**config.mk**
```make
export PLATFORM = sky130hd
export DESIGN_NAME = host_writer
export DESIGN_NICKNAME = d
export VERILOG_FILES = /design/src/hdl/cpu_mem_pkg.sv /design/src/hdl/host_writer.sv
export SDC_FILE = /design/constraint.sdc
export NUM_CORES = 1
export LEC_CHECK = 0
export BUFFER_PORTS_ARGS = -buffer_cell sky130_fd_sc_hd__buf_2
export CORE_AREA = 5 5 86 88
export CTS_CLUSTER_DIAMETER = 100
export DETAILED_ROUTE_END_ITERATION = 10
export DIE_AREA = 0 0 91 93
export PLACE_DENSITY = 0.83
export SLEW_MARGIN = 20
export SYNTH_ARGS = -nofsm -noshare
export SYNTH_HDL_FRONTEND = slang
export SYNTH_SLANG_ARGS = --single-unit
```
**constraint.sdc**
```tcl
create_clock -name clk -period 5.6 [get_ports clk]
set_clock_uncertainty 0.05 [all_clocks]
set_input_delay 1.12 -clock clk [delete_from_list [all_inputs] [get_ports clk]]
set_output_delay 1.12 -clock clk [all_outputs]
set_load 0.03 [all_outputs]
```
**src/hdl/cpu_mem_pkg.sv**
```systemverilog
////////////////////////////////////////////////////////////
// shared widths, boot segment tables and state encodings
// for the memory and host side; imported by every RTL file
////////////////////////////////////////////////////////////
package cpu_mem_pkg;

    localparam int addr_w      = 16;  // core byte address
    localparam int data_w      = 32;
    localparam int host_addr_w = 64;
    localparam int line_words  = 16;  // accel line and boot segment
    localparam int im_depth    = 256;
    localparam int dm_depth    = 2048;

    // derived index widths
    localparam int im_idx_w   = $clog2(im_depth);
    localparam int dm_idx_w   = $clog2(dm_depth);
    localparam int line_sel_w = $clog2(line_words);
    localparam int line_w     = line_words * data_w;

    ////////////////////////////////////////////////////////////
    // boot segment tables
    ////////////////////////////////////////////////////////////
    localparam int dm_seg_count = 4;
    localparam int im_seg_count = 4;
    localparam int seg_cnt_w    = $clog2((dm_seg_count > im_seg_count) ?
                                         dm_seg_count : im_seg_count);

    localparam logic [addr_w-1:0] dm_seg_base [dm_seg_count] =
        '{16'h1000, 16'h1040, 16'h1100, 16'h1140};
    localparam logic [addr_w-1:0] im_seg_base [im_seg_count] =
        '{16'h0000, 16'h0040, 16'h0080, 16'h00C0};

    localparam int im_host_flag_bit = 16;  // marks an instruction segment request

    // stores at or above this go out to the host
    localparam logic [addr_w-1:0] host_window = 16'h9000;

    ////////////////////////////////////////////////////////////
    // encodings
    ////////////////////////////////////////////////////////////
    typedef enum logic [1:0] {
        op_idle  = 2'b00,
        op_read  = 2'b01,
        op_write = 2'b11
    } host_op_t;

    typedef enum logic [2:0] {
        boot_idle, wait_dm, load_dm, wait_im, load_im, run
    } boot_state_t;

    typedef enum logic {wr_idle, wr_busy} write_state_t;

endpackage
```
**src/hdl/host_writer.sv**
```systemverilog
////////////////////////////////////////////////////////////
// host link output side; muxes boot reads with run-phase
// host writes and owns the core stall
////////////////////////////////////////////////////////////
`timescale 1ns/10ps

module host_writer import cpu_mem_pkg::*; (
    input  logic                   clk,
    input  logic                   rst_n,
    input  logic                   boot_done,
    input  host_op_t               boot_op,
    input  logic [host_addr_w-1:0] boot_host_addr,
    input  logic [addr_w-1:0]      core_addr,
    input  logic [data_w-1:0]      core_wrt_data,
    input  logic                   core_wrt_en,
    input  logic                   tx_done,
    output logic                   dm_store_en,
    output logic                   core_stall,
    output host_op_t               host_op,
    output logic [host_addr_w-1:0] host_addr,
    output logic [data_w-1:0]      host_rd_data
);

    write_state_t      wr_state;
    logic              wr_ack;  // held store was just finished, don't resend
    logic              above_window;
    logic              host_hit;
    logic [addr_w-1:0] st_addr;
    logic [data_w-1:0] st_data;

    assign above_window = (core_addr >= host_window);
    assign host_hit     = boot_done && core_wrt_en && above_window &&
                          (wr_state == wr_idle) && !wr_ack;
    assign dm_store_en  = boot_done && core_wrt_en && !above_window &&
                          (wr_state == wr_idle);
    assign core_stall   = !boot_done || host_hit || (wr_state == wr_busy);

    always_ff @(posedge clk or negedge rst_n) begin
        if (!rst_n) begin
            wr_state <= wr_idle;
            wr_ack   <= 1'b0;
        end else begin
            wr_ack <= 1'b0;
            case (wr_state)
                wr_idle: if (host_hit) wr_state <= wr_busy;
                wr_busy: begin
                    if (tx_done) begin
                        wr_state <= wr_idle;
                        wr_ack   <= 1'b1;
                    end
                end
            endcase
        end
    end

    always_ff @(posedge clk) begin
        if (host_hit) begin
            st_addr <= core_addr;
            st_data <= core_wrt_data;
        end
    end

    always_comb begin
        host_op      = op_idle;
        host_addr    = '0;
        host_rd_data = '0;
        if (!boot_done) begin
            host_op   = boot_op;  // boot loader owns the link
            host_addr = boot_host_addr;
        end else if (wr_state == wr_busy) begin
            host_op      = op_write;
            host_addr    = {{(host_addr_w - addr_w){1'b0}}, st_addr};
            host_rd_data = st_data;
        end
    end

    a_no_write_in_boot: assert property (@(posedge clk) disable iff (!rst_n)
        !boot_done |-> (host_op != op_write));

endmodule

```
**Word level (Yosys, flattened, before mapping)**

Cells that the tools add are included.

- Order comparisons: 1
- Bitwise logic cells: 1
- Div/mod/pow operators: 0
- Multipliers: 0
- Multiplexer cells: 11
- Equal/unequal tests: 0
- Add/subtract/negate cells: 0
- Reductions and logical operators: 11
- Shift-type cells: 0

Operators by type and width:

| kind | count |
|---|---|
| $mux 32 | 2 |
| $mux 64 | 1 |
| $ge 16x16->1 const B | 1 |
| $mux 16 | 1 |
| $logic_and 1x1->1 | 6 |
| $mux 1 | 4 |
| $mux 2 | 2 |
| $logic_not 1->1 | 3 |
| $logic_or 1x1->1 | 2 |
| $pmux 1 s2 | 1 |
| $not 1->1 | 1 |

- Bits in read-only memories: 0
- Latch bits: 0
- Word-level logic and storage cells: 28
- RAM bits: 0
- Output and inout port bits: 100
- Register bits after elaboration: 50
- Input port bits: 119
- Memories: 0

**Longest topological paths before layout**

Gate-level depths: netlist of the first run.

- Depth in word-level cells: 6
- Mapped depth: 4
- Mapped depth without buffers: 2

**Least setup slack after synthesis of the first run**

No wires, ideal clock.

- Path type: input port to flip-flop
- Start: in boot_done
- End: reg st_addr[0] (enable)
- Data required time: 5.037 ns
- Stages: 3
- Path slack: 0.359 ns
- Data arrival time: 4.678 ns
- Library setup time: 0.513 ns
- Buffers on the path: 1
- Cell sequence: buf_2 -> nand2b_1 -> nor3_1

- Cells in the longest elaborated chain, start to end: 4

Ends and longest elaborated chain:

| element | line | source |
|---|---|---|
| from (decl) | host_writer.sv:10 | `input logic boot_done,` |
| $logic_and 1x1->1 (3 in a row) | host_writer.sv:32 | `assign host_hit = boot_done && core_wrt_en && above_window &&` |
| $logic_and 1x1->1 | host_writer.sv:33 | `(wr_state == wr_idle) && !wr_ack;` |
| named net host_hit | host_writer.sv:27 | `logic host_hit;` |
| to (signal assigned) | host_writer.sv:58 | `st_addr <= core_addr;` |
| to (decl) | host_writer.sv:28 | `logic [addr_w-1:0] st_addr;` |

The timed path passes the listed nets, and every way through them passes these cells.
A chain may end at the register's enable or synchronous reset.

**Final worst setup path of the first run**

- Start: in boot_done
- End: out core_stall

- Cells in the longest elaborated chain, start to end: 6
- Elaborated cells between the ends (all ways): 7
- Classes of those cells: 7 x reduce/logical

Ends and longest elaborated chain:

| element | line | source |
|---|---|---|
| $logic_and 1x1->1 (3 in a row) | host_writer.sv:32 |  |
| $logic_and 1x1->1 | host_writer.sv:33 |  |
| $logic_or 1x1->1 * (2 in a row) | host_writer.sv:36 | `assign core_stall = !boot_done \|\| host_hit \|\| (wr_state == wr_busy);` |
| to (decl) | host_writer.sv:18 | `output logic core_stall,` |

Every way passes the cells marked *; elsewhere a longest branch is shown, timed or not.

==> flow_summary_export.csv, run 1 <==
group,metric,value,unit
outcome,run_status,"complete, no violations",
finish,diodes,0,
power_and_ir_drop,ir_worst_vdd,0.1590,mV
cts,ctsHoldBuffers,0,
power_and_ir_drop,p_per_area,247.3,nW/µm²
place,dp_hpwl,6.043,mm
finish,nNetsFinal,507,
routing,vias_per_cell,4.663,
logic_synthesis,seq_area_frac_synth,0.6440,
hold_path,hp-class,"in2async",
global_route,antenna_found_initial,0,
cts,htree_levels,2,
logic_synthesis,synth_top_cell_by_area,"edfxtp_1",
place,portBuffers,218,
sta,tns,0,ns
cts,clock-sinks,50,
finish,multiInputGateArea,724.4,µm²
cts,path_clk_slew,0.08,ns
logic_synthesis,synth_warnings,0,
global_route,grt-ovfl-total,0,
worst_setup_path,reg2reg_slack,3.55,ns
finish,final_core_util,0.5415,
sta,slew_headroom,0.4651,
worst_setup_path,r2r_cells,3,
job,cap_violations,0,
sta,slew_viol_final,0,
logic_synthesis,synthArstFlopShare,0.04000,
worst_setup_path,critPathLaunchType,"input port",
logic_synthesis,synth_area,2316,µm²
logic_synthesis,syn_avg_cell_area,13.23,µm²
global_route,grt_pass1_wl,11.42,mm
logic_synthesis,yosysTopAreaCellShare,0.6224,
worst_setup_path,critPathMaxFanout,82,
worst_setup_path,rr_endpoint,"st_data[10]$_DFFE_PP_",
sta,setup_viol,0,
sta,period_needed,3.554,ns
sta,max_slew.worst_pin.slew,0.8023,ns
routing,via_count,2187,
logic_synthesis,syn_inst,175,
die,die-area,8463,µm²
cts,cts_tree,"yes",
worst_setup_path,crit_required,4.43,ns
die,ios,219,
sta,hold_viol,0,
power_and_ir_drop,p_leak,1.899,nW
sta,rsz0062_at_grt,"no",
routing,firstDrtPassIters,4,
finish,regArea,1491,µm²
logic_synthesis,synth_common_cells,"edfxtp_1, nor2b_1, and3_1",
routing,wl_per_cell,15.97,µm
finish,syn2layout_area_growth,53.59,%
cts,numCtsBuffers,5,
cts,root_buffer,"clkbuf_8",
logic_synthesis,yosys-top-cells-area,"edfxtp_1, nor2b_1, and3_1",
routing,first_iter_violations,83,
die,num_rows,30,
sta,hold_slack,0.5531,ns
logic_synthesis,synth_edf_count,48,
die,core,6569,µm²
logic_synthesis,ys_ff_latch,50,
logic_synthesis,synth_flop_cell,"edfxtp_1",
logic_synthesis,synth_nets,294,
sta,timing.fmax,0.2814,GHz
global_route,first_global_vias,2243,
cts,clockBufferDepth,2,
die,die_w,91,µm
logic_synthesis,yosysUniqueCellTypes,18,
worst_setup_path,rr_startpoint,"wr_state$_DFF_PN0_",
die,die_y,93,µm
worst_setup_path,path_class,"in2out",
routing,drc,0,
worst_setup_path,worstPathArrival,2.38,ns
place,place_congestion,0.7896,
die,start_util,0.3526,
cts,insertion_delay,0.29,ns
finish,drive_gt1_frac,0.5887,
routing,postRouteAntennaNets,0,
global_route,grt_max_degree,83,
routing,drt_wl_total,7.491,mm
worst_setup_path,cp-end-kind,"output port",
finish,nFillCells,604,
cts,post_cts_buffers,0,
global_route,grtUsageTotal,0.1672,
cts,ctsResizeCount,0,
sta,min_period_over_period,0.6346,
## registers in the layout, summed over array words and instances (netlist names)
signal	flops
wr_state	1
st_data	32
wr_ack	1
st_addr	16
## placed cells by master (no fill, tap or decap)
| cell type | n |
|---|---|
| o21bai_1 | 1 |
| dfrtp_1 | 2 |
| clkbuf_1 | 1 |
| inv_1 | 3 |
| edfxtp_1 | 48 |
| clkbuf_8 | 6 |
| and3_1 | 32 |
| a22o_1 | 16 |
| and2_1 | 2 |
| o2111a_1 | 1 |
| nor3_2 | 1 |
| nor3_1 | 1 |
| bufinv_16 | 1 |
| buf_4 | 3 |
| o32ai_1 | 1 |
| nand3b_1 | 1 |
| nand2b_1 | 1 |
| a21o_1 | 2 |
| buf_2 | 218 |
| nor2b_1 | 48 |
## cell type report
class,count,share of cell area
inverters,3,0.003166
multi-input cells,107,0.2037
flip-flops and latches,50,0.4193
clock inverters,1,0.008442
well taps,80,0.02814
repair buffers,221,0.3131
clock buffers,7,0.02427
## critical path, cell delays in order
cell	delay (ns)
buf_2	0.09
buf_4	0.52
nand2b_1	0.21
o21bai_1	0.21
buf_2	0.20
## kinds of logic after synthesis
family | synth area share
AND/OR/NAND/NOR | 0.2318
AO/OA/AOI/OAI | 0.07887
flip-flops | 0.6440
buffers and inverters | 0.04538
## worst max-delay path by stage
stage / from / endpoint / cells after the start
after floorplan: boot_done / st_addr[0]$_DFFE_PP_ / 3
after global placement: boot_done / core_stall / 5
after detailed placement: boot_done / core_stall / 5
after CTS: boot_done / core_stall / 5
after global routing: boot_done / core_stall / 5
final: boot_done / core_stall / 5
## metrics by stage
| stage | total power [mW] | cell area, µm² | cells | worst slack (ns) |
|---|---|---|---|---|
| final | 0.8796 | 3557 | 469 | 2.046 |
| after CTS | 0.8908 | 3557 | 469 | 2.013 |
| after global routing | 0.9188 | 3557 | 469 | 1.844 |
| after global placement | 0.6338 | 3441 | 461 | 2.082 |
| after detailed placement | 0.6372 | 3441 | 461 | 2.015 |
| after floorplan | 0.5583 | 2316 | 175 | 0.3587 |
## where the power goes
group          switching [mW]  total, mW  leakage, nW  internal (mW)
logic                   0.124      0.198         1.38         0.0735
registers             0.00701      0.430        0.465          0.423
clock network           0.107      0.252       0.0585          0.146
## routing by layer
metal | GRT usage | up-vias | part of all wire
li1 | - | 1060 | -
met1 | 0.1859 | 995 | 0.35
met2 | 0.3047 | 122 | 0.53
met3 | 0.05551 | 10 | 0.11
met4 | 0.04523 | 0 | 0.012
met5 | 0 | - | 0
No activity file was read; power rests on OpenSTA's default activity.
==> inputs of run 2 (changes only) <==
==> constraint.sdc (replaced) <==
create_clock -name clk -period 3.7 [get_ports clk]
set_clock_uncertainty 0.05 [all_clocks]
set_input_delay 0.74 -clock clk [delete_from_list [all_inputs] [get_ports clk]]
set_output_delay 0.74 -clock clk [all_outputs]
set_load 0.03 [all_outputs]
==> run 2 against run 1 <==
Against the previous run: clock power increased by 21%; sequential power increased by 50%; die area unchanged; critical endpoint is now host_addr[14]; register-to-register slack got worse by 1.8 ns; critical path depth unchanged; count of clock-buffer cells in the layout decreased by 1.
==> flow_summary_export.csv, run 2 (same netlist as run 1, synthesis figures left out) <==
group,metric,value,unit
global_route,first_global_vias,2390,
worst_setup_path,worstSetupStartpoint,"boot_done",
worst_setup_path,path_class,"in2out",
power_and_ir_drop,p_per_area,355.6,nW/µm²
global_route,met2_usage,0.3425,
finish,largest_registers,"st_data (32), st_addr (16)",
die,start_util,0.3526,
global_route,grtUsageMet3,0.05390,
worst_setup_path,crit_required,2.91,ns
global_route,use_met1,0.1901,
sta,rsz0062_at_grt,"no",
finish,largest_reg_flops,32,
cts,ctsHoldBuffers,0,
routing,wl_per_cell,16.75,µm
finish,syn2layout_area_growth,52.89,%
sta,period_needed,2.830,ns
power_and_ir_drop,p_leak,1.890,nW
global_route,grt_max_degree,49,
outcome,run_status,"complete, no violations",
sta,timing.final.ws_setup,0.8703,ns
cts,insertion_delay,0.29,ns
finish,nFillCells,600,
place,place_congestion,0.9153,
global_route,grtUsageTotal,0.1781,
finish,final_cell_mix,"buf_2, nor2b_1, edfxtp_1, and3_1, a22o_1",
sta,setup_viol,0,
sta,tns,0,ns
cts,clock-sinks,50,
global_route,antenna_found_initial,0,
place,dp_hpwl,6.325,mm
cts,post_cts_buffers,0,
routing,drc,0,
sta,max_slew.worst_pin.slew,0.6626,ns
sta,min_period_over_period,0.7648,
finish,final_common_cell,"buf_2",
place,portBuffers,218,
cts,htree_levels,2,
die,core,6569,µm²
place,place_ws,0.8723,ns
cts,cts_tree,"yes",
cts,clockBufferDepth,2,
worst_setup_path,reg2reg_slack,1.74,ns
power_and_ir_drop,ir_worst_vdd,0.2560,mV
finish,nNetsFinal,508,
finish,top_register,"st_data",
job,cap_violations,0,
sta,slew_viol_final,0,
worst_setup_path,worstPathArrival,2.04,ns
die,die_y,93,µm
die,die_w,91,µm
worst_setup_path,r2r_cells,4,
sta,hold_viol,0,
routing,postRouteAntennaNets,0,
worst_setup_path,cp-end-kind,"output port",
routing,vias_per_cell,4.681,
die,ios,219,
worst_setup_path,critPathMaxFanout,42,
hold_path,hp-class,"in2async",
routing,drt_wl_total,7.871,mm
worst_setup_path,rr_endpoint,"st_data[1]$_DFFE_PP_",
global_route,grt-busiest-layer,"met2",
finish,diodes,0,
cts,ctsResizeCount,0,
routing,first_iter_violations,65,
finish,drive_gt1_frac,0.5897,
cts,root_buffer,"clkbuf_8",
global_route,grt-ovfl-total,0,
sta,slew_headroom,0.5549,
global_route,grt_pass1_wl,12.17,mm
worst_setup_path,critPathLaunchType,"input port",
die,num_rows,30,
routing,via_count,2200,
worst_setup_path,rr_startpoint,"wr_state$_DFF_PN0_",
cts,numCtsBuffers,5,
routing,firstDrtPassIters,4,
cts,path_clk_slew,0.09,ns
sta,timing.fmax,0.3534,GHz
die,die-area,8463,µm²
## run 2: per-layer routing
| layer | routed length (µm) | part of all wire |
|---|---|---|
| met2 | 4346 | 0.55 |
| met1 | 2788 | 0.35 |
| met3 | 666 | 0.085 |
| met5 | 0 | 0 |
| met4 | 69 | 0.0088 |
## run 2: worst max-delay path by stage
stage / end / slack, ns
after floorplan: st_addr[0]$_DFFE_PP_ / 0.32
after global placement: host_addr[14] / 0.94
after detailed placement: host_addr[14] / 0.87
after CTS: host_addr[14] / 0.87
after global routing: host_addr[3] / 0.76
final: host_addr[14] / 0.87
## run 2: layout make-up
type,count,area (µm²),share of cell area
sequential,50,1491,0.4212
timing repair buffer,222,1121,0.3166
multi-input combinational,107,730.7,0.2064
tap,80,100.1,0.02827
clock buffer,6,72.57,0.02049
clock inverter,2,13.76,0.003887
inverter,3,11.26,0.003180
## run 2: power by group
part	internal (mW)	switching (mW)	total [mW]
Clock	0.134	0.171	0.305
Combinational	0.113	0.197	0.310
Sequential	0.640	0.00418	0.644
## run 2: worst max-delay path, stage by stage
cell and delay, ns:
buf_2 0.10, buf_4 0.35, inv_1 0.36, a22o_1 0.31
buf_2 0.18
## run 2: stage by stage
stage	instances	hold WS, ns	power [mW]	utilization	cell area, µm²
after CTS	470	0.1508	1.280	0.5390	3541
after floorplan	175	0.3944	0.8445	-	2321
after global placement	462	0.4810	0.9631	0.5259	3455
after detailed placement	462	0.4804	0.9692	0.5259	3455
after global routing	470	0.1447	1.322	0.5390	3541
final	470	0.1681	1.259	0.5390	3541
==> inputs of run 3 (changes only) <==
--- a/config.mk
+++ b/config.mk
@@ -6,11 +6,11 @@
 export NUM_CORES = 1
 export LEC_CHECK = 0
 export BUFFER_PORTS_ARGS = -buffer_cell sky130_fd_sc_hd__buf_2
-export CORE_AREA = 5 5 86 88
+export CORE_AREA = 5 5 90 92
 export CTS_CLUSTER_DIAMETER = 100
 export DETAILED_ROUTE_END_ITERATION = 10
-export DIE_AREA = 0 0 91 93
-export PLACE_DENSITY = 0.83
+export DIE_AREA = 0 0 95 97
+export PLACE_DENSITY = 0.79
 export SLEW_MARGIN = 20
 export SYNTH_ARGS = -nofsm -noshare
 export SYNTH_HDL_FRONTEND = slang
==> constraint.sdc (replaced) <==
create_clock -name clk -period 2.45 [get_ports clk]
set_clock_uncertainty 0.05 [all_clocks]
set_input_delay 0.49 -clock clk [delete_from_list [all_inputs] [get_ports clk]]
set_output_delay 0.49 -clock clk [all_outputs]
set_load 0.03 [all_outputs]
==> run 3 against run 2 <==
Against the previous run: non-clock buffer count up 2; wire length down 3.0%; die area up 8.9%; setup slack worse by 0.58 ns; worst hold slack better by 0.15 ns; global-route usage down 2.5 points; total power up 51%; register-to-register slack worse by 1.0 ns.
==> flow_summary_export.csv, run 3 (same netlist as run 1, synthesis figures left out) <==
group,metric,value,unit
finish,drive_gt1_frac,0.5893,
sta,min_period_over_period,0.8812,
global_route,grt_pass1_wl,11.07,mm
sta,slew_headroom,0.5653,
global_route,grt_max_degree,49,
routing,first_iter_violations,60,
finish,nFillCells,694,
worst_setup_path,cp-end-kind,"output port",
place,portBuffers,218,
finish,top_register,"st_data",
global_route,met2_usage,0.2983,
worst_setup_path,critPathLaunchType,"flip-flop",
global_route,antenna_found_initial,0,
finish,largest_registers,"st_data (32), st_addr (16)",
cts,clockBufferDepth,2,
global_route,first_global_vias,2191,
die,die_y,97,µm
sta,tns,0,ns
global_route,use_met1,0.1461,
die,start_util,0.3245,
worst_setup_path,cp_cell_sequence,"and2_1 > a22o_1 > buf_2",
routing,vias_per_cell,4.397,
place,place_congestion,0.7504,
die,num_rows,31,
job,cap_violations,0,
hold_path,hp-class,"in2reg",
finish,final_cell_mix,"buf_2, nor2b_1, edfxtp_1, and3_1, a22o_1",
sta,setup_viol,0,
die,die_w,95,µm
global_route,grtUsageTotal,0.1533,
cts,htree_levels,2,
worst_setup_path,max_stage_delay,0.54,ns
finish,stdcell_count,491,
finish,nNetsFinal,510,
finish,syn2layout_area_growth,55.32,%
routing,firstDrtPassIters,4,
sta,timing.final.ws_setup,0.2911,ns
sta,timing.fmax,0.4632,GHz
cts,root_buffer,"clkbuf_8",
die,core,7137,µm²
worst_setup_path,cp_slowest_cell,"and2_1",
global_route,grt-ovfl-total,0,
finish,diodes,0,
place,dp_hpwl,6.169,mm
sta,period_needed,2.159,ns
worst_setup_path,worstPathArrival,1.62,ns
routing,wl_per_cell,15.55,µm
sta,max_slew.worst_pin.slew,0.6521,ns
global_route,grtUsageMet3,0.05663,
routing,drt_wl_total,7.637,mm
die,die-area,9215,µm²
global_route,grt-busiest-layer,"met2",
place,place_ws,0.3252,ns
sta,hold_slack,0.3134,ns
cts,cts_tree,"yes",
power_and_ir_drop,ir_worst_vdd,0.3576,mV
worst_setup_path,path_buf_inv,1,
worst_setup_path,path_delay_family,"simple AND/OR/NAND/NOR gates",
routing,drc,0,
outcome,run_status,"complete, no violations",
finish,largest_reg_flops,32,
worst_setup_path,crit_required,1.91,ns
place,placed_cell_area,3498,µm²
worst_setup_path,path_class,"reg2out",
cts,clock-sinks,50,
cts,numCtsBuffers,5,
die,ios,219,
routing,postRouteAntennaNets,0,
sta,slew_viol_final,0,
cts,insertion_delay,0.29,ns
sta,rsz0062_at_grt,"no",
power_and_ir_drop,p_per_area,528.4,nW/µm²
finish,final_area,3597,µm²
routing,via_count,2159,
power_and_ir_drop,p_leak,1.900,nW
cts,path_clk_slew,0.09,ns
worst_setup_path,critPathMaxFanout,18,
sta,hold_viol,0,
place,dpl.cell_count,482,
finish,final_common_cell,"buf_2",
==> run 3: changes by cell type in the layout (fill, tap and decap cells not counted), sizes merged <==
cell	before	now
buf	222	223
clkbuf	6	5
clkinv	2	1
clkinvlp	0	1
dlygate4sd3	0	1
inv	3	4
==> run 3: repair_timing <==
action / CTS / global route
endpoints found under the hold margin: 2 / 0
resized for setup: 0 / 0
buffers inserted: 0 / 0
hold buffers: 1 / 0
==> run 3: per-layer routing <==
| metal | wire (µm) | vias up |
|---|---|---|
| met4 | 72 | 0 |
| met2 | 4064 | 121 |
| met1 | 2516 | 963 |
| li1 | - | 1067 |
| met3 | 983 | 8 |
| met5 | 0 | - |
==> run 3: where the power goes <==
part / internal, mW / total (mW) / switching (mW)
Clock: 0.201 / 0.460 / 0.259
Sequential: 0.966 / 0.972 / 0.00611
Combinational: 0.174 / 0.469 / 0.295
==> run 3: path summary, 6_finish.rpt <==
path / from / end / slack [ns] / cells after the start
min in group asynchronous: rst_n / wr_state$_DFF_PN0_ / 0.48 / 2
hold / removal: core_wrt_data[31] / st_data[31]$_DFFE_PP_ / 0.31 / 1
setup reg to reg: wr_state$_DFF_PN0_ / st_data[2]$_DFFE_PP_ / 0.73 / 4
max in group asynchronous: rst_n / wr_ack$_DFF_PN0_ / 1.78 / 2
setup / recovery: wr_state$_DFF_PN0_ / host_addr[8] / 0.29 / 3
hold reg to reg: wr_ack$_DFF_PN0_ / wr_state$_DFF_PN0_ / 0.59 / 2
==> run 3: area by class of cell <==
cell class	count	area, µm²	share of cell area
inverters	3	11.26	0.003130
multi-input cells	107	730.7	0.2031
clock inverters	3	20.02	0.005565
repair buffers	224	1151	0.3200
well taps	99	123.9	0.03443
flip-flops and latches	50	1491	0.4146
clock buffers	5	68.82	0.01913
==> run 3: stage by stage <==
step / util / power [mW]
global route: 0.5040 / 1.994
floorplan: - / 1.276
detailed placement: 0.4902 / 1.462
CTS: 0.5040 / 1.929
finish: 0.5040 / 1.901
global placement: 0.4902 / 1.454
