### src/hdl/cpu_mem_pkg.sv
////////////////////////////////////////////////////////////
// shared widths, boot segment tables and state encodings
// for the memory and host side; imported by every RTL file
////////////////////////////////////////////////////////////
package cpu_mem_pkg;

    localparam int addr_w      = 16;  // core byte address
    localparam int data_w      = 32;
    localparam int host_addr_w = 64;
    localparam int line_words  = 16;  // accel line and boot segment
    localparam int im_depth    = 256;
    localparam int dm_depth    = 2048;

    // derived index widths
    localparam int im_idx_w   = $clog2(im_depth);
    localparam int dm_idx_w   = $clog2(dm_depth);
    localparam int line_sel_w = $clog2(line_words);
    localparam int line_w     = line_words * data_w;

    ////////////////////////////////////////////////////////////
    // boot segment tables
    ////////////////////////////////////////////////////////////
    localparam int dm_seg_count = 4;
    localparam int im_seg_count = 4;
    localparam int seg_cnt_w    = $clog2((dm_seg_count > im_seg_count) ?
                                         dm_seg_count : im_seg_count);

    localparam logic [addr_w-1:0] dm_seg_base [dm_seg_count] =
        '{16'h1000, 16'h1040, 16'h1100, 16'h1140};
    localparam logic [addr_w-1:0] im_seg_base [im_seg_count] =
        '{16'h0000, 16'h0040, 16'h0080, 16'h00C0};

    localparam int im_host_flag_bit = 16;  // marks an instruction segment request

    // stores at or above this go out to the host
    localparam logic [addr_w-1:0] host_window = 16'h9000;

    ////////////////////////////////////////////////////////////
    // encodings
    ////////////////////////////////////////////////////////////
    typedef enum logic [1:0] {
        op_idle  = 2'b00,
        op_read  = 2'b01,
        op_write = 2'b11
    } host_op_t;

    typedef enum logic [2:0] {
        boot_idle, wait_dm, load_dm, wait_im, load_im, run
    } boot_state_t;

    typedef enum logic {wr_idle, wr_busy} write_state_t;

endpackage
### src/hdl/boot_loader.sv
////////////////////////////////////////////////////////////
// boot sequencer; pulls every data then instruction segment
// from the host and streams the words into the memories
////////////////////////////////////////////////////////////
`timescale 1ns/10ps

module boot_loader import cpu_mem_pkg::*; (
    input  logic                   clk,
    input  logic                   rst_n,
    input  logic                   ready,
    input  logic                   rd_valid,
    input  logic                   tx_done,
    input  logic [data_w-1:0]      host_wrt_data,
    output host_op_t               boot_op,
    output logic [host_addr_w-1:0] boot_host_addr,
    output logic [addr_w-1:0]      load_addr,
    output logic [data_w-1:0]      load_data,
    output logic                   dm_load_en,
    output logic                   im_load_en,
    output logic                   boot_done
);

    boot_state_t            state, next_state;
    logic [seg_cnt_w-1:0]   seg_cnt, next_seg;
    logic [addr_w-1:0]      cur_addr, next_addr;  // next word of the segment
    logic [addr_w-1:0]      seg_base;
    logic                   is_im;
    logic                   last_seg;

    assign is_im    = (state == wait_im) || (state == load_im);
    assign seg_base = is_im ? im_seg_base[seg_cnt] : dm_seg_base[seg_cnt];
    assign last_seg = is_im ? (seg_cnt == seg_cnt_w'(im_seg_count - 1))
                            : (seg_cnt == seg_cnt_w'(dm_seg_count - 1));

    assign load_data = host_wrt_data;  // host word goes straight to memory
    assign boot_done = (state == run);

    always_ff @(posedge clk or negedge rst_n) begin
        if (!rst_n) begin
            state    <= boot_idle;
            seg_cnt  <= '0;
            cur_addr <= '0;
        end else begin
            state    <= next_state;
            seg_cnt  <= next_seg;
            cur_addr <= next_addr;
        end
    end

    always_comb begin
        next_state     = state;
        next_seg       = seg_cnt;
        next_addr      = cur_addr;
        boot_op        = op_idle;
        boot_host_addr = '0;
        load_addr      = cur_addr;
        dm_load_en     = 1'b0;
        im_load_en     = 1'b0;

        // read request held for the whole segment
        if (state inside {wait_dm, load_dm, wait_im, load_im}) begin
            boot_op        = op_read;
            boot_host_addr = {{(host_addr_w - addr_w){1'b0}}, seg_base};
            if (is_im)
                boot_host_addr[im_host_flag_bit] = 1'b1;
        end

        case (state)
            boot_idle: begin
                if (ready)
                    next_state = wait_dm;
            end
            wait_dm, wait_im: begin
                load_addr = seg_base;  // word 0 lands at the base
                if (rd_valid) begin
                    dm_load_en = !is_im;
                    im_load_en = is_im;
                    next_addr  = seg_base + addr_w'(4);
                    next_state = is_im ? load_im : load_dm;
                end
            end
            load_dm, load_im: begin
                dm_load_en = !is_im;
                im_load_en = is_im;
                next_addr  = cur_addr + addr_w'(4);
                if (tx_done) begin
                    if (last_seg) begin
                        next_seg   = '0;
                        next_state = is_im ? run : wait_im;
                    end else begin
                        next_seg   = seg_cnt + seg_cnt_w'(1);
                        next_state = is_im ? wait_im : wait_dm;
                    end
                end
            end
            run:     next_state = run;
            default: next_state = boot_idle;
        endcase
    end

    // host may only open a segment once per request
    a_no_valid_in_load: assert property (@(posedge clk) disable iff (!rst_n)
        (state == load_dm || state == load_im) |-> !rd_valid);

endmodule

### config.mk
export PLATFORM = sky130hd
export DESIGN_NAME = boot_loader
export DESIGN_NICKNAME = d
export VERILOG_FILES = /design/src/hdl/cpu_mem_pkg.sv /design/src/hdl/boot_loader.sv
export SDC_FILE = /design/constraint.sdc
export NUM_CORES = 1
export LEC_CHECK = 0
export ABC_AREA = 1
export BUFFER_PORTS_ARGS = -buffer_cell sky130_fd_sc_hd__buf_2
export CORE_MARGIN = 5
export CORE_UTILIZATION = 38
export DETAILED_ROUTE_END_ITERATION = 10
export PLACE_DENSITY = 0.74
export SLEW_MARGIN = 30
export SYNTH_ARGS = -nofsm -noshare
export SYNTH_HDL_FRONTEND = slang
export SYNTH_SLANG_ARGS = --single-unit
### constraint.sdc
create_clock -name clk -period 2.8 [get_ports clk]
set_input_delay 0.14 -clock clk [delete_from_list [all_inputs] [get_ports clk]]
set_output_delay 0.14 -clock clk [all_outputs]
set_load 0.01 [all_outputs]
# --- Word level (Yosys, flattened, before mapping) ---
# Index checks and enable logic that the tools add are counted.
totals:
  out_inout_bits: 117
  reg_bits: 21
  elab_cells: 53
classes:
  reduce_logical: 10
  eq_ne: 9
  n_addsub: 3
  order_cmp: 1
  mux: 26
  bitwise_logic: 1
op_table:
  columns: ["cell", "count"]
  rows:
  - ["$mux 16", 7]
  - ["$bmux 16 s2", 2]
  - ["$add 16x3->16 const B", 2]
  - ["$pmux 16 s2", 1]
  - ["$mux 3", 6]
  - ["$mux 17", 1]
  - ["$pmux 3 s4", 1]
  - ["$eq 3x2->1 const B", 2]
  - ["$eq 3x3->1 const B", 2]
  - ["$ne 2x2->1 const B", 3]
  - ["$mux 1", 4]
  - ["$mux 2", 2]
  - ["$pmux 1 s2", 2]
  - ["$reduce_and 2->1", 2]
  - ["$reduce_bool 4->1", 1]
  - ["$reduce_or 2->1", 2]
  - ["$eq 3x1->1 const B", 1]
  - ["$ge 3x3->1 const B", 1]
  - ["$logic_not 3->1", 1]
  - ["$not 2->3", 1]
  - ["$reduce_and 3->1", 1]
  - ["$add 2x1->2 const B", 1]
  - ["$eq 2x2->1 const B", 1]
  - ["$reduce_bool 2->1", 1]
  - ["other kinds (2)", 2]

# --- Depth between registers and ports, before layout ---
# Gate-level depths: netlist of run 1.
logic_depth:
  depth_word: 8
  ltp_mapped: 15
  mapped_depth_nobuf: 13

# --- Worst setup path after synthesis of run 1 ---
# No wires, ideal clock.
synth_path:
  path_type: "register -> register"
  startpoint: "reg state[0]"
  endpoint: "reg cur_addr[14]"
  slack_ns: 0.792
  arrival_ns: 1.892
  path_stages_with_launch: 16
  t_required_ns: 2.684
  path_cell_list: "dfrtp_1 -> buf_6 -> nor2_2 -> nand2_2 -> nand2_4 -> buf_6 -> nand2_1 -> inv_1 -> ha_1 -> nand4_4 -> nor2_4 -> nand2_2 -> nor2_4 -> nand2_1 -> nand2_1 -> nand2_1"
synth_between:
  elab_chain_len: 6
  word_cells_on_any_way: 14
  cone_classes: "add/sub: 1; eq/ne: 5; mux: 3; reduce/logical: 5"
synth_lines:
  columns: ["item", "line", "source"]
  rows:
  - ["from (decl)", "boot_loader.sv:23", "boot_state_t state, next_state;"]
  - ["from (signal assigned)", "boot_loader.sv:40", "state <= boot_idle;"]
  - ["from (signal assigned)", "boot_loader.sv:44", "state <= next_state;"]
  - ["$eq 3x2->1 or $eq 3x3->1 (tied branches)", "boot_loader.sv:30, boot_loader.sv:68", null]
  - ["$logic_or 1x1->1", "boot_loader.sv:30", "assign is_im = (state == wait_im) || (state == load_im);"]
  - ["$mux 16", "boot_loader.sv:31", "assign seg_base = is_im ? im_seg_base[seg_cnt] : dm_seg_base[seg_cnt];"]
  - ["$add 16x3->16", "boot_loader.sv:78", "next_addr = seg_base + addr_w'(4);"]
  - ["$mux 16", "boot_loader.sv:75", "if (rd_valid) begin"]
  - ["$pmux 16 s2", "boot_loader.sv:68", "case (state)"]
  - ["to (signal assigned)", "boot_loader.sv:46", "cur_addr <= next_addr;"]
  - ["to (decl)", "boot_loader.sv:25", "logic [addr_w-1:0] cur_addr, next_addr;"]
# Several ways; a longest one is shown, not always the timed one. The select of a mux whose other input is x is not followed.
# A chain may end at the register's enable or synchronous reset.

# --- Worst setup path after layout of run 1 ---
layout_path:
  startpoint: "reg state[1]"
  endpoint: "reg cur_addr[14]"
# Same word-level chain as after synthesis.

==> metrics.log, run 1 <==
INFO  metric grt.met3_usage = 2.62%
INFO  metric post-route-worst-setup-slack = 0.599 ns
INFO  metric period_utilization = 78.6%
INFO  metric synth_top_area_cell = buf_4
INFO  metric antenna_found_initial = 0
INFO  metric outcome = finished, final reports clean
INFO  metric synth-async-reset-ratio = 100%
INFO  metric finalWorstPathRequiredPeriod = 2.20 ns
INFO  metric globalplace.congestion = 0.833
INFO  metric io_buffer_count = 27
INFO  metric cts_tree = built
INFO  metric clk_root_buffer_cell = clkbuf_8
INFO  metric finalSetupTns = 0 ns
INFO  metric postSynthCellCount = 298
INFO  metric unrepaired_setup_endpoints_after_global_routing = false
INFO  metric syn_area_per_cell = 7.18 sq um
INFO  metric final_layout_size_suffix_gt1_share = 18.2%
INFO  metric grt_pass1_wl = 6220 um
INFO  metric min-delay-path-class = in2reg
INFO  metric hold-worst-slack = 0.194 ns
INFO  metric internal_cell_power = 0.760 mW
INFO  metric pwr-share-clk = 12.3%
INFO  metric grt_busiest_layer = met2
INFO  metric end_kind = flop
INFO  metric synth_ff_type = dfrtp_1
INFO  metric count_of_yosys_warnings_during_synthesis = 0
INFO  metric number_of_top_level_pins = 154
INFO  metric timing_hold_violations_final = 0
INFO  metric number_of_clock_buffers_inserted_by_tritoncts = 3
INFO  metric std_cell_rows = 27
INFO  metric drt-wirelength-per-cell = 10.6 um
INFO  metric skew = 0.00382 ns
INFO  metric die_height = 85.0 um
INFO  metric critical_path.startpoint_type = flop
INFO  metric met2_usage = 17.2%
INFO  metric final_cell_mix = conb_1 (62), nand2_1 (50), inv_1 (34)
INFO  metric crit_required = 2.96 ns
INFO  metric timing.final.max_slew_violations = 0
INFO  metric h_tree_depth = 1
INFO  metric detailed_place_hpwl = 3100 um
INFO  metric cts_setup_buffers = 0
INFO  metric netlist.area_leader.share = 33.3%
INFO  metric clock_insertion_delay_worst_skew = 0.26 ns
INFO  metric irDropWorstVdd = 322 uV
INFO  metric finalNetCount = 333
INFO  metric worst_ep_arrival_time = 2.36 ns
INFO  metric switching_share = 53.3%
INFO  metric p_seq_share = 27.9%
INFO  metric instances_no_fill = 364
INFO  metric synth-edff-count = 0
INFO  metric chipWidth = 85.0 um
INFO  metric initial_standard_cell_utilization_of_the_core = 39.1%
INFO  metric critical_path.max_fanout = 16
INFO  metric die_area = 7230 sq um
INFO  metric power_frac_comb = 59.8%
INFO  metric grtUsageTotal = 10.0%
INFO  metric groute.layer.met1.usage = 12.0%
INFO  metric place_inst = 359
INFO  metric post-route-drc-count = 0
INFO  metric fmax = 454 MHz
INFO  metric detailedPlace.worstSlack = 0.618 ns
INFO  metric netlist_area = 2140 sq um
INFO  metric cts_repair_resize_count = 0
INFO  metric synth.area.top_cells = buf_4 (33%), dfrtp_1 (22%), nand2_1 (8.8%)
INFO  metric post_dp_cell_area = 1850 sq um
INFO  metric cts.path.max_buffers = 2
INFO  metric mostFrequentLayoutCell = conb_1
INFO  metric detailroute.via_count = 1565
INFO  metric totalWireLength = 3880 um
INFO  metric overflow = 0
INFO  metric postRouteAntennaNets = 0
INFO  metric power-per-cell-area = 855 nW/um^2
INFO  metric ant_diodes = 0
INFO  metric crit_type = reg2reg
INFO  metric path_clk_slew = 0.08 ns
INFO  metric cap_violations = 0
INFO  metric cts_hold_buffers = 1
INFO  metric p_leak = 1.08 nW
INFO  metric post_route_standard_cell_area_excluding_fillers = 1900 sq um
INFO  metric via_per_inst = 4.30
INFO  metric core-area = 5470 sq um
INFO  metric dr.first_iter.drc_count = 126
INFO  metric area_delta_synth_final = -11.0%
INFO  metric clock_sink_count = 19
INFO  metric synth_seq_area_share = 22.2%
INFO  metric synth_seq_cells = 19
INFO  metric p_sw = 0.868 mW
INFO  metric grt_start_max_net_pins = 20
INFO  metric setup-violations-final = 0
INFO  metric first_pass_iters = 4
INFO  metric post_synth_num_cell_types = 30
INFO  metric grt_pass1_vias = 1461
==> kinds of logic (layout without fill, tap and decap cells) <==
family / count (synthesis) / count (layout) / share of synthesized area [%]
DFF: 19 / 19 / 22.2
other: 1 / 62 / 0.175
xor gates and xnor gates: 4 / 4 / 1.64
and+or+nand+nor: 111 / 111 / 26.0
buffers and inverters: 135 / 68 / 41.1
AOI/OAI and AO/OA: 25 / 25 / 7.08
adders and majority gates: 3 / 3 / 1.75
==> power groups by stage <==
| stage | clock network [mW] | logic (mW) | registers, mW |
|---|---|---|---|
| after floorplan | 0 | 0.897 | 0.409 |
| after global placement | 0 | 0.968 | 0.450 |
| after detailed placement | 0 | 0.976 | 0.457 |
| after CTS | 0.204 | 0.982 | 0.451 |
| after global routing | 0.214 | 1.09 | 0.465 |
| final | 0.200 | 0.974 | 0.454 |
==> per-stage QoR <==
stage / power [mW] / util (%)
after floorplan: 1.31 / -
after global placement: 1.42 / 33.8
after detailed placement: 1.43 / 33.8
after CTS: 1.64 / 34.8
after global routing: 1.77 / 34.8
final: 1.63 / 34.8
==> path summary, 6_finish.rpt <==
path / startpoint / cells after the start / endpoint / slack (ns)
worst min-delay path: rd_valid / 4 / state[0]$_DFFE_PN0P_ / 0.19
worst min register to register: cur_addr[12]$_DFFE_PN0P_ / 2 / cur_addr[12]$_DFFE_PN0P_ / 0.58
max in group asynchronous: rst_n / 2 / cur_addr[11]$_DFFE_PN0P_ / 2.13
min in group asynchronous: rst_n / 2 / seg_cnt[0]$_DFFE_PN0P_ / 0.35
worst max register to register: state[1]$_DFFE_PN0P_ / 13 / cur_addr[14]$_DFFE_PN0P_ / 0.60
worst max-delay path: state[1]$_DFFE_PN0P_ / 13 / cur_addr[14]$_DFFE_PN0P_ / 0.60
==> registers in the layout, summed over array words and instances (netlist names) <==
signal    count
cur_addr     14
seg_cnt       2
state         3
==> routing by layer <==
layer,share of wire [%],wire length (um)
met1,41,1580
met2,49,1910
met3,9.1,352
met4,0.98,38
met5,0,0
==> cell usage after synthesis, types with 2 or more instances <==
cell,number
nor3_1,2
o22ai_1,2
inv_2,2
xnor2_1,2
nand4_1,4
buf_6,2
nand3_1,18
buf_4,95
inv_1,34
nor2_4,4
o21ai_0,15
nand2_4,2
nor2_2,2
a21oi_1,3
nand3_2,4
dfrtp_1,19
nand2_1,50
nor2_1,19
ha_1,3
xor2_1,2
nand2_2,5
==> worst max-delay path: stages, from the launching register on <==
cell	delay, ns
dfrtp_1	0.53
nor2_2	0.19
nand2_2	0.14
nand2_4	0.21
nand2_1	0.07
inv_1	0.08
ha_1	0.24
nand4_4	0.13
nor2_4	0.15
nand2_2	0.09
nor2_4	0.11
nand2_1	0.06
nand2_1	0.05
nand2_1	0.04
==> cell type report <==
type / instances / area [sq um]
fill: 615 / 3570
tap: 72 / 90.1
timing repair buffer: 28 / 145
clock buffer: 4 / 45.0
sequential: 19 / 475
multi-input combinational: 205 / 1010
inverter: 36 / 135
Power figures use the tool's default switching activity.
==> run 2, diff against run 1 <==
--- a/config.mk
+++ b/config.mk
@@ -10,7 +10,7 @@
 export CORE_MARGIN = 5
 export CORE_UTILIZATION = 38
 export DETAILED_ROUTE_END_ITERATION = 10
-export PLACE_DENSITY = 0.74
+export PLACE_DENSITY = 0.77
 export SLEW_MARGIN = 30
 export SYNTH_ARGS = -nofsm -noshare
 export SYNTH_HDL_FRONTEND = slang
==> constraint.sdc (replaced) <==
create_clock -name clk -period 1.9 [get_ports clk]
set_input_delay 0.095 -clock clk [delete_from_list [all_inputs] [get_ports clk]]
set_output_delay 0.095 -clock clk [all_outputs]
set_load 0.01 [all_outputs]
==> run 2 against run 1 <==
Design area rose by 6.7%. Clock power rose by 44%. Core utilization rose by 2.3 points. Hold slack got worse by 0.047 ns. Non-clock buffer count rose by 12. Sequential share of layout area fell by 1.4 points. Clock skew rose by 0.0042 ns. First-iteration DRC count rose by 7.1%. Largest power group unchanged. Highest routed layer unchanged.
==> metrics.log, run 2 (synthesis results as in run 1) <==
INFO  metric detailroute.via_count = 1617 (was 1565)
INFO  metric clock_sink_count = 19 (unchanged)
INFO  metric outcome = finished, final reports clean (unchanged)
INFO  metric largestRegisters = cur_addr (14), state (3), seg_cnt (2) (unchanged)
INFO  metric post-route-drc-count = 0 (unchanged)
INFO  metric number_of_top_level_pins = 154 (unchanged)
INFO  metric dr.first_iter.drc_count = 135 (was 126)
INFO  metric finalSetupTns = 0 ns (unchanged)
INFO  metric overflow = 0 (unchanged)
INFO  metric die_area = 7230 sq um (unchanged)
INFO  metric grt_start_max_net_pins = 20 (unchanged)
INFO  metric post_route_standard_cell_area_excluding_fillers = 2030 sq um (was 1900 sq um)
INFO  metric cts_tree = built (unchanged)
INFO  metric first_pass_iters = 5 (was 4)
INFO  metric post_dp_cell_area = 1940 sq um (was 1850 sq um)
INFO  metric mostFrequentLayoutCell = conb_1 (unchanged)
INFO  metric totalWireLength = 4130 um (was 3880 um)
INFO  metric number_of_clock_buffers_inserted_by_tritoncts = 3 (unchanged)
INFO  metric critical_path.startpoint_type = flop (unchanged)
INFO  metric worst_ep_arrival_time = 1.91 ns (was 2.36 ns)
INFO  metric grt_pass1_wl = 6660 um (was 6220 um)
INFO  metric path_clk_slew = 0.08 ns (about the same)
INFO  metric core-area = 5470 sq um (unchanged)
INFO  metric finalNetCount = 345 (was 333)
INFO  metric timing.final.max_slew_violations = 0 (unchanged)
INFO  metric irDropWorstVdd = 442 uV (was 322 uV)
INFO  metric std_cell_rows = 27 (unchanged)
INFO  metric critical_path_most_common_cell = nand2_1 (unchanged)
INFO  metric via_per_inst = 4.30 (about the same)
INFO  metric worst_r2r_path_depth = 11 (was 13)
INFO  metric grtUsageTotal = 11.1% (was 10.0%)
INFO  metric cts.path.max_buffers = 2 (unchanged)
INFO  metric setup-violations-final = 0 (unchanged)
INFO  metric final_cell_mix = conb_1 (62), nand2_1 (50), inv_1 (33) (was conb_1 (62), nand2_1 (50), inv_1 (34))
INFO  metric max_flop_register = cur_addr (unchanged)
INFO  metric cpLargestDelayFamily = flip-flops (was simple AND/OR/NAND/NOR gates)
INFO  metric clock_insertion_delay_worst_skew = 0.26 ns (about the same)
INFO  metric critical_path.max_fanout = 7 (was 16)
INFO  metric fmax = 571 MHz (was 454 MHz)
INFO  metric antenna_found_initial = 0 (unchanged)
INFO  metric area_delta_synth_final = -5.03% (was -11.0%)
INFO  metric power-per-cell-area = 1300 nW/um^2 (was 855 nW/um^2)
INFO  metric period_utilization = 92.2% (was 78.6%)
INFO  metric io_buffer_count = 27 (unchanged)
INFO  metric min_delay_path_depth = 4 (unchanged)
INFO  metric grt_pass1_vias = 1540 (was 1461)
INFO  metric worst_path_largest_cell_delay = 0.45 ns (was 0.53 ns)
INFO  metric cap_violations = 0 (unchanged)
INFO  metric initial_standard_cell_utilization_of_the_core = 39.1% (unchanged)
INFO  metric worstSetupPathDepth = 11 (was 13)
INFO  metric timing.critical_path.buf_inv = 4 (was 1)
INFO  metric crit_type = reg2reg (unchanged)
INFO  metric end_kind = flop (unchanged)
INFO  metric postRouteAntennaNets = 0 (unchanged)
INFO  metric p_leak = 1.15 nW (was 1.08 nW)
INFO  metric min-delay-path-class = in2reg (unchanged)
INFO  metric clk_root_buffer_cell = clkbuf_8 (unchanged)
INFO  metric skew = 0.00798 ns (was 0.00382 ns)
INFO  metric detailed_place_hpwl = 3220 um (was 3100 um)
INFO  metric drt-wirelength-per-cell = 11.0 um (was 10.6 um)
INFO  metric crit_required = 2.06 ns (was 2.96 ns)
INFO  metric chipWidth = 85.0 um (unchanged)
INFO  metric globalplace.congestion = 0.824 (was 0.833)
INFO  metric path_cells = inv_2 > nand2_1 > nand2_2 > nand2_4 > buf_4 > o21ai_4 > nand2_1 > inv_1 > nand2_1 > xnor2_1 > inv_1 (was nor2_2 > nand2_2 > nand2_4 > nand2_1 > inv_1 > ha_1 > nand4_4 > nor2_4 > nand2_2 > nor2_4 > nand2_1 > nand2_1 > nand2_1)
INFO  metric n_fill_cell = 579 (was 615)
INFO  metric final_layout_size_suffix_gt1_share = 23.4% (was 18.2%)
INFO  metric flip_flop_count_of_the_largest_register_after_layout = 14 (unchanged)
INFO  metric die_height = 85.0 um (unchanged)
INFO  metric timing_hold_violations_final = 0 (unchanged)
INFO  metric cp_slowest_cell = dfrtp_2 (was dfrtp_1)
INFO  metric finalWorstPathRequiredPeriod = 1.75 ns (was 2.20 ns)
INFO  metric ant_diodes = 0 (unchanged)
INFO  metric h_tree_depth = 1 (unchanged)
[run 2: worst reg2reg max path, stage by stage, from the launching register on]
cell	delay [ns]
dfrtp_2	0.45
inv_2	0.10
nand2_1	0.07
nand2_2	0.08
nand2_4	0.06
buf_4	0.16
o21ai_4	0.22
nand2_1	0.13
inv_1	0.11
nand2_1	0.08
xnor2_1	0.15
inv_1	0.06
[run 2: per-layer routing]
metal  vias to the layer above  global-route usage, %  routed length [um]  share of wire [%]
li1                        779                      -                   -                  -
met5                         -                      0                   0                  0
met3                         6                   2.62                 341                8.3
met1                       760                   12.6                1610                 39
met2                        72                   19.7                2120                 51
met4                         0                   4.89                  59                1.4
[run 2: cell type report]
class	instances	area [sq um]	area share, %
inverters	36	138	6.77
well taps	72	90.1	4.43
clock inverters	1	5.00	0.246
multi-input cells	205	1040	51.4
repair buffers	40	235	11.6
clock buffers	3	41.3	2.03
flip-flops and latches	19	479	23.6
[run 2: metrics by stage]
| stage | setup slack [ns] | hold WS (ns) | cells | total power [mW] | utilization, % |
|---|---|---|---|---|---|
| floorplan | -0.0281 | -0.201 | 359 | 1.97 | - |
| global placement | 0.0720 | 0.0700 | 368 | 2.26 | 35.5 |
| detailed placement | -0.00940 | 0.0750 | 368 | 2.29 | 35.5 |
| CTS | 0.0200 | 0.146 | 373 | 2.59 | 36.5 |
| global route | -0.0272 | 0.190 | 376 | 2.88 | 37.1 |
| finish | 0.149 | 0.147 | 376 | 2.63 | 37.1 |
[run 2: repair_timing]
action | in CTS | in global routing
resized for setup | 1 | 3
pin swaps | 0 | 5
endpoints found under the setup margin | 1 | 5
gates cloned | 0 | 0
hold buffers | 1 | 0
hold endpoints to repair | 19 | 0
buffers inserted | 0 | 3
[run 2: path summary, 6_finish.rpt]
| path | to | slack [ns] | start |
|---|---|---|---|
| hold / removal | state[0]$_DFFE_PN0P_ | 0.15 | rd_valid |
| setup / recovery | cur_addr[9]$_DFFE_PN0P_ | 0.15 | state[0]$_DFFE_PN0P_ |
| min in group asynchronous | cur_addr[12]$_DFFE_PN0P_ | 0.32 | rst_n |
| setup reg to reg | cur_addr[9]$_DFFE_PN0P_ | 0.15 | state[0]$_DFFE_PN0P_ |
| max in group asynchronous | state[0]$_DFFE_PN0P_ | 1.23 | rst_n |
| hold reg to reg | cur_addr[2]$_DFFE_PN0P_ | 0.58 | cur_addr[2]$_DFFE_PN0P_ |
[run 2: where the power goes]
part	internal (mW)	switching (mW)
registers	0.526	0.131
logic	0.605	1.08
clock network	0.146	0.142
total	1.28	1.36
==> run 3, diff against run 2 <==
--- a/config.mk
+++ b/config.mk
@@ -5,12 +5,11 @@
 export SDC_FILE = /design/constraint.sdc
 export NUM_CORES = 1
 export LEC_CHECK = 0
-export ABC_AREA = 1
 export BUFFER_PORTS_ARGS = -buffer_cell sky130_fd_sc_hd__buf_2
 export CORE_MARGIN = 5
-export CORE_UTILIZATION = 38
+export CORE_UTILIZATION = 37
 export DETAILED_ROUTE_END_ITERATION = 10
-export PLACE_DENSITY = 0.77
+export PLACE_DENSITY = 0.76
 export SLEW_MARGIN = 30
 export SYNTH_ARGS = -nofsm -noshare
 export SYNTH_HDL_FRONTEND = slang
==> run 3 against run 2 <==
Non-clock buffer count is 10 higher. Global-route usage is 0.59 points lower. Power is 5.4% higher. Hold slack better by 0.043 ns. Synthesized cell count is 15% lower. Worst setup slack worse by 0.092 ns. Sequential cell count stayed put. Critical path depth is 4 lower. Sequential power is 0.8% higher. Die area is 1.9% lower. Via count is 10% lower. Largest cell class unchanged. Highest routed layer unchanged.
==> metrics.log, run 3 <==
INFO  metric finalNetCount = 308 (was 345)
INFO  metric grtUsageTotal = 10.5% (was 11.1%)
INFO  metric synth_seq_cells = 19 (unchanged)
INFO  metric synthMuxAreaShare = 2.15% (was 0%)
INFO  metric totalWireLength = 4070 um (was 4130 um)
INFO  metric hold_path_startpoint = host_wrt_data[18] (was rd_valid)
INFO  metric drt-wirelength-per-cell = 12.0 um (was 11.0 um)
INFO  metric p_leak = 1.01 nW (was 1.15 nW)
INFO  metric clock_sink_count = 19 (unchanged)
INFO  metric die_height = 84.2 um (was 85.0 um)
INFO  metric worst_ep_arrival_time = 1.98 ns (was 1.91 ns)
INFO  metric synth_commonest_cells = buf_4 (94), nand2_1 (22), dfrtp_1 (19) (was buf_4 (95), nand2_1 (50), inv_1 (34))
INFO  metric core-area = 5440 sq um (was 5470 sq um)
INFO  metric cap_violations = 0 (unchanged)
INFO  metric crit_required = 2.04 ns (was 2.06 ns)
INFO  metric die_area = 7090 sq um (was 7230 sq um)
INFO  metric place_inst = 327 (was 368)
INFO  metric min_to = load_data[18] (was state[0]$_DFFE_PN0P_)
INFO  metric final_layout_size_suffix_gt1_share = 27.0% (was 23.4%)
INFO  metric cts.path.max_buffers = 2 (unchanged)
INFO  metric end_kind = flop (unchanged)
INFO  metric grt_pass1_wl = 6220 um (was 6660 um)
INFO  metric max_flop_register = cur_addr (unchanged)
INFO  metric instances_no_fill = 339 (was 376)
INFO  metric setup-violations-final = 0 (unchanged)
INFO  metric crit_type = reg2reg (unchanged)
INFO  metric critical_path.max_fanout = 6 (was 7)
INFO  metric synth.area.top_cells = buf_4 (35%), dfrtp_1 (23%), and2_1 (4.6%) (was buf_4 (33%), dfrtp_1 (22%), nand2_1 (8.8%))
INFO  metric finalWorstPathRequiredPeriod = 1.84 ns (was 1.75 ns)
INFO  metric first_pass_iters = 4 (was 5)
INFO  metric ant_diodes = 0 (unchanged)
INFO  metric std_cell_rows = 27 (unchanged)
INFO  metric netlist.area_leader.share = 34.6% (was 33.3%)
INFO  metric via_per_inst = 4.29 (was 4.30)
INFO  metric skew = 0.00562 ns (was 0.00798 ns)
INFO  metric timing_hold_violations_final = 0 (unchanged)
INFO  metric final_cell_mix = conb_1 (62), buf_2 (27), buf_4 (22) (was conb_1 (62), nand2_1 (50), inv_1 (33))
INFO  metric overflow = 0 (unchanged)
INFO  metric antenna_found_initial = 0 (unchanged)
INFO  metric path_clk_slew = 0.07 ns (was 0.08 ns)
INFO  metric synth_xor_xnor_area_share = 4.30% (was 1.64%)
INFO  metric synth_ff_type = dfrtp_1 (unchanged)
INFO  metric number_of_top_level_pins = 154 (unchanged)
INFO  metric outcome = finished, final reports clean (unchanged)
INFO  metric flip_flop_count_of_the_largest_register_after_layout = 14 (unchanged)
INFO  metric synth-adder-area-share = 1.84% (was 1.75%)
INFO  metric largest_family_of_logic_cells_by_synthesized_area = buffers and inverters (unchanged)
INFO  metric synth_simple_gate_area_share = 22.7% (was 26.0%)
INFO  metric irDropWorstVdd = 787 uV (was 442 uV)
INFO  metric cts_tree = built (unchanged)
INFO  metric clk_root_buffer_cell = clkbuf_8 (unchanged)
INFO  metric min_delay_path_depth = 0 (was 4)
INFO  metric chipWidth = 84.2 um (was 85.0 um)
INFO  metric timing.final.max_slew_violations = 0 (unchanged)
INFO  metric critical_path.startpoint_type = flop (unchanged)
INFO  metric initial_standard_cell_utilization_of_the_core = 37.5% (was 39.1%)
INFO  metric post-route-drc-count = 0 (unchanged)
INFO  metric hold-worst-slack = 0.190 ns (was 0.147 ns)
INFO  metric synth_seq_area_share = 23.3% (was 22.2%)
INFO  metric grt_start_max_net_pins = 20 (unchanged)
INFO  metric detailroute.via_count = 1453 (was 1617)
INFO  metric largestRegisters = cur_addr (14), state (3), seg_cnt (2) (unchanged)
INFO  metric post_synth_num_cell_types = 39 (was 30)
INFO  metric worst_r2r_path_depth = 7 (was 11)
INFO  metric min-delay-path-class = in2out (was in2reg)
INFO  metric detailed_place_hpwl = 3210 um (was 3220 um)
INFO  metric postSynthCellCount = 254 (was 298)
INFO  metric final_core_util = 37.8% (was 37.1%)
INFO  metric synth-async-reset-ratio = 100% (unchanged)
INFO  metric crit-reg2reg-launch = state[1]$_DFFE_PN0P_ (was state[0]$_DFFE_PN0P_)
INFO  metric ff2ff_setup_slack = 0.06 ns (was 0.15 ns)
INFO  metric h_tree_depth = 1 (unchanged)
INFO  metric io_buffer_count = 27 (unchanged)
INFO  metric dr.first_iter.drc_count = 54 (was 135)
INFO  metric synth_compound_area_share = 8.47% (was 7.08%)
INFO  metric area_delta_synth_final = 0.798% (was -5.03%)
INFO  metric globalplace.congestion = 0.779 (was 0.824)
INFO  metric period_utilization = 97.0% (was 92.2%)
INFO  metric count_of_yosys_warnings_during_synthesis = 0 (unchanged)
INFO  metric syn_area_per_cell = 8.02 sq um (was 7.18 sq um)
INFO  metric grt_pass1_vias = 1323 (was 1540)
INFO  metric fmax = 542 MHz (was 571 MHz)
INFO  metric worstReg2RegEnd = state[1]$_DFFE_PN0P_ (was cur_addr[9]$_DFFE_PN0P_)
INFO  metric mostFrequentLayoutCell = conb_1 (unchanged)
INFO  metric synth-edff-count = 0 (unchanged)
INFO  metric clock_insertion_delay_worst_skew = 0.26 ns (about the same)
INFO  metric number_of_clock_buffers_inserted_by_tritoncts = 3 (unchanged)
INFO  metric yosys.cell_count.top_type = buf_4 (unchanged)
INFO  metric postRouteAntennaNets = 0 (unchanged)
INFO  metric synth_top_area_cell = buf_4 (unchanged)
INFO  metric power-per-cell-area = 1350 nW/um^2 (was 1300 nW/um^2)
INFO  metric netlist_area = 2040 sq um (was 2140 sq um)
-- run 3: cell count changes after synthesis, sizes merged, moves of 5 or more --
cell and change:
inv -32, nor2 -11, clkbuf +5, and2 +15, o21ai -8, nand2 -35, nand2b +6, nand3 -18
-- run 3: critical path: stages (launching register included) --
cell and delay [ns]:
dfrtp_2 0.47, or3b_4 0.42, nand2_2 0.10, ha_4 0.21
nand2b_1 0.13, a21oi_1 0.12, a211oi_1 0.06, a31o_2 0.22
-- run 3: kinds of logic after synthesis --
kind of cell    count (synthesis)
xor+xnor                       10
flops                          19
fa+ha+maj                       3
other cells                     1
buf+inv                       106
compound gates                 27
mux                             4
simple gates                   84
-- run 3: what timing repair did --
item	in CTS	in global routing
hold buffers	1	0
gates resized for setup	2	7
gates cloned	0	0
setup buffers	1	6
endpoints found under the hold margin	19	0
pin swaps	1	5
setup endpoints to repair	3	5
-- run 3: per-layer routing --
layer  wire length (um)  global-route usage (%)  up-vias
li1                   -                       -      709
met1               1650                    13.1      673
met2               2000                    17.0       69
met3                398                    4.32        2
met4                 17                    2.49        0
met5                  0                       0        -
-- run 3: power breakdown --
| part | switching, mW | total (mW) | internal (mW) |
|---|---|---|---|
| Sequential | 0.144 | 0.662 | 0.518 |
| Clock | 0.131 | 0.277 | 0.146 |
| Combinational | 0.983 | 1.84 | 0.855 |
-- run 3: worst max-delay path by stage --
| stage | cells after the start | end | slack [ns] | from |
|---|---|---|---|---|
| finish | 7 | state[1]$_DFFE_PN0P_ | 0.06 | state[1]$_DFFE_PN0P_ |
| global route | 9 | cur_addr[12]$_DFFE_PN0P_ | -0.01 | state[1]$_DFFE_PN0P_ |
| CTS | 7 | state[1]$_DFFE_PN0P_ | 0.02 | state[1]$_DFFE_PN0P_ |
| detailed placement | 8 | cur_addr[8]$_DFFE_PN0P_ | -0.03 | state[1]$_DFFE_PN0P_ |
| global placement | 8 | cur_addr[8]$_DFFE_PN0P_ | 0.04 | state[2]$_DFFE_PN0P_ |
| floorplan | 10 | cur_addr[12]$_DFFE_PN0P_ | -0.08 | state[1]$_DFFE_PN0P_ |
-- run 3: final cells by class --
class	instances	area (sq um)
Clock buffer	3	41.3
Clock inverter	1	5.00
Fill cell	569	3380
Inverter	4	15.0
Multi-Input combinational cell	190	1110
Sequential cell	19	478
Tap cell	72	90.1
Timing Repair Buffer	50	310
-- run 3: through the flow --
stage	instance area [sq um]	power, mW	setup TNS [ns]	setup slack (ns)
global route	2050	3.02	-0.0295	-0.0150
floorplan	2320	1.93	-0.0945	-0.0774
global placement	1910	2.29	0	0.0435
finish	2050	2.78	0	0.0565
CTS	1980	2.65	0	0.0176
detailed placement	1910	2.33	-0.0443	-0.0266
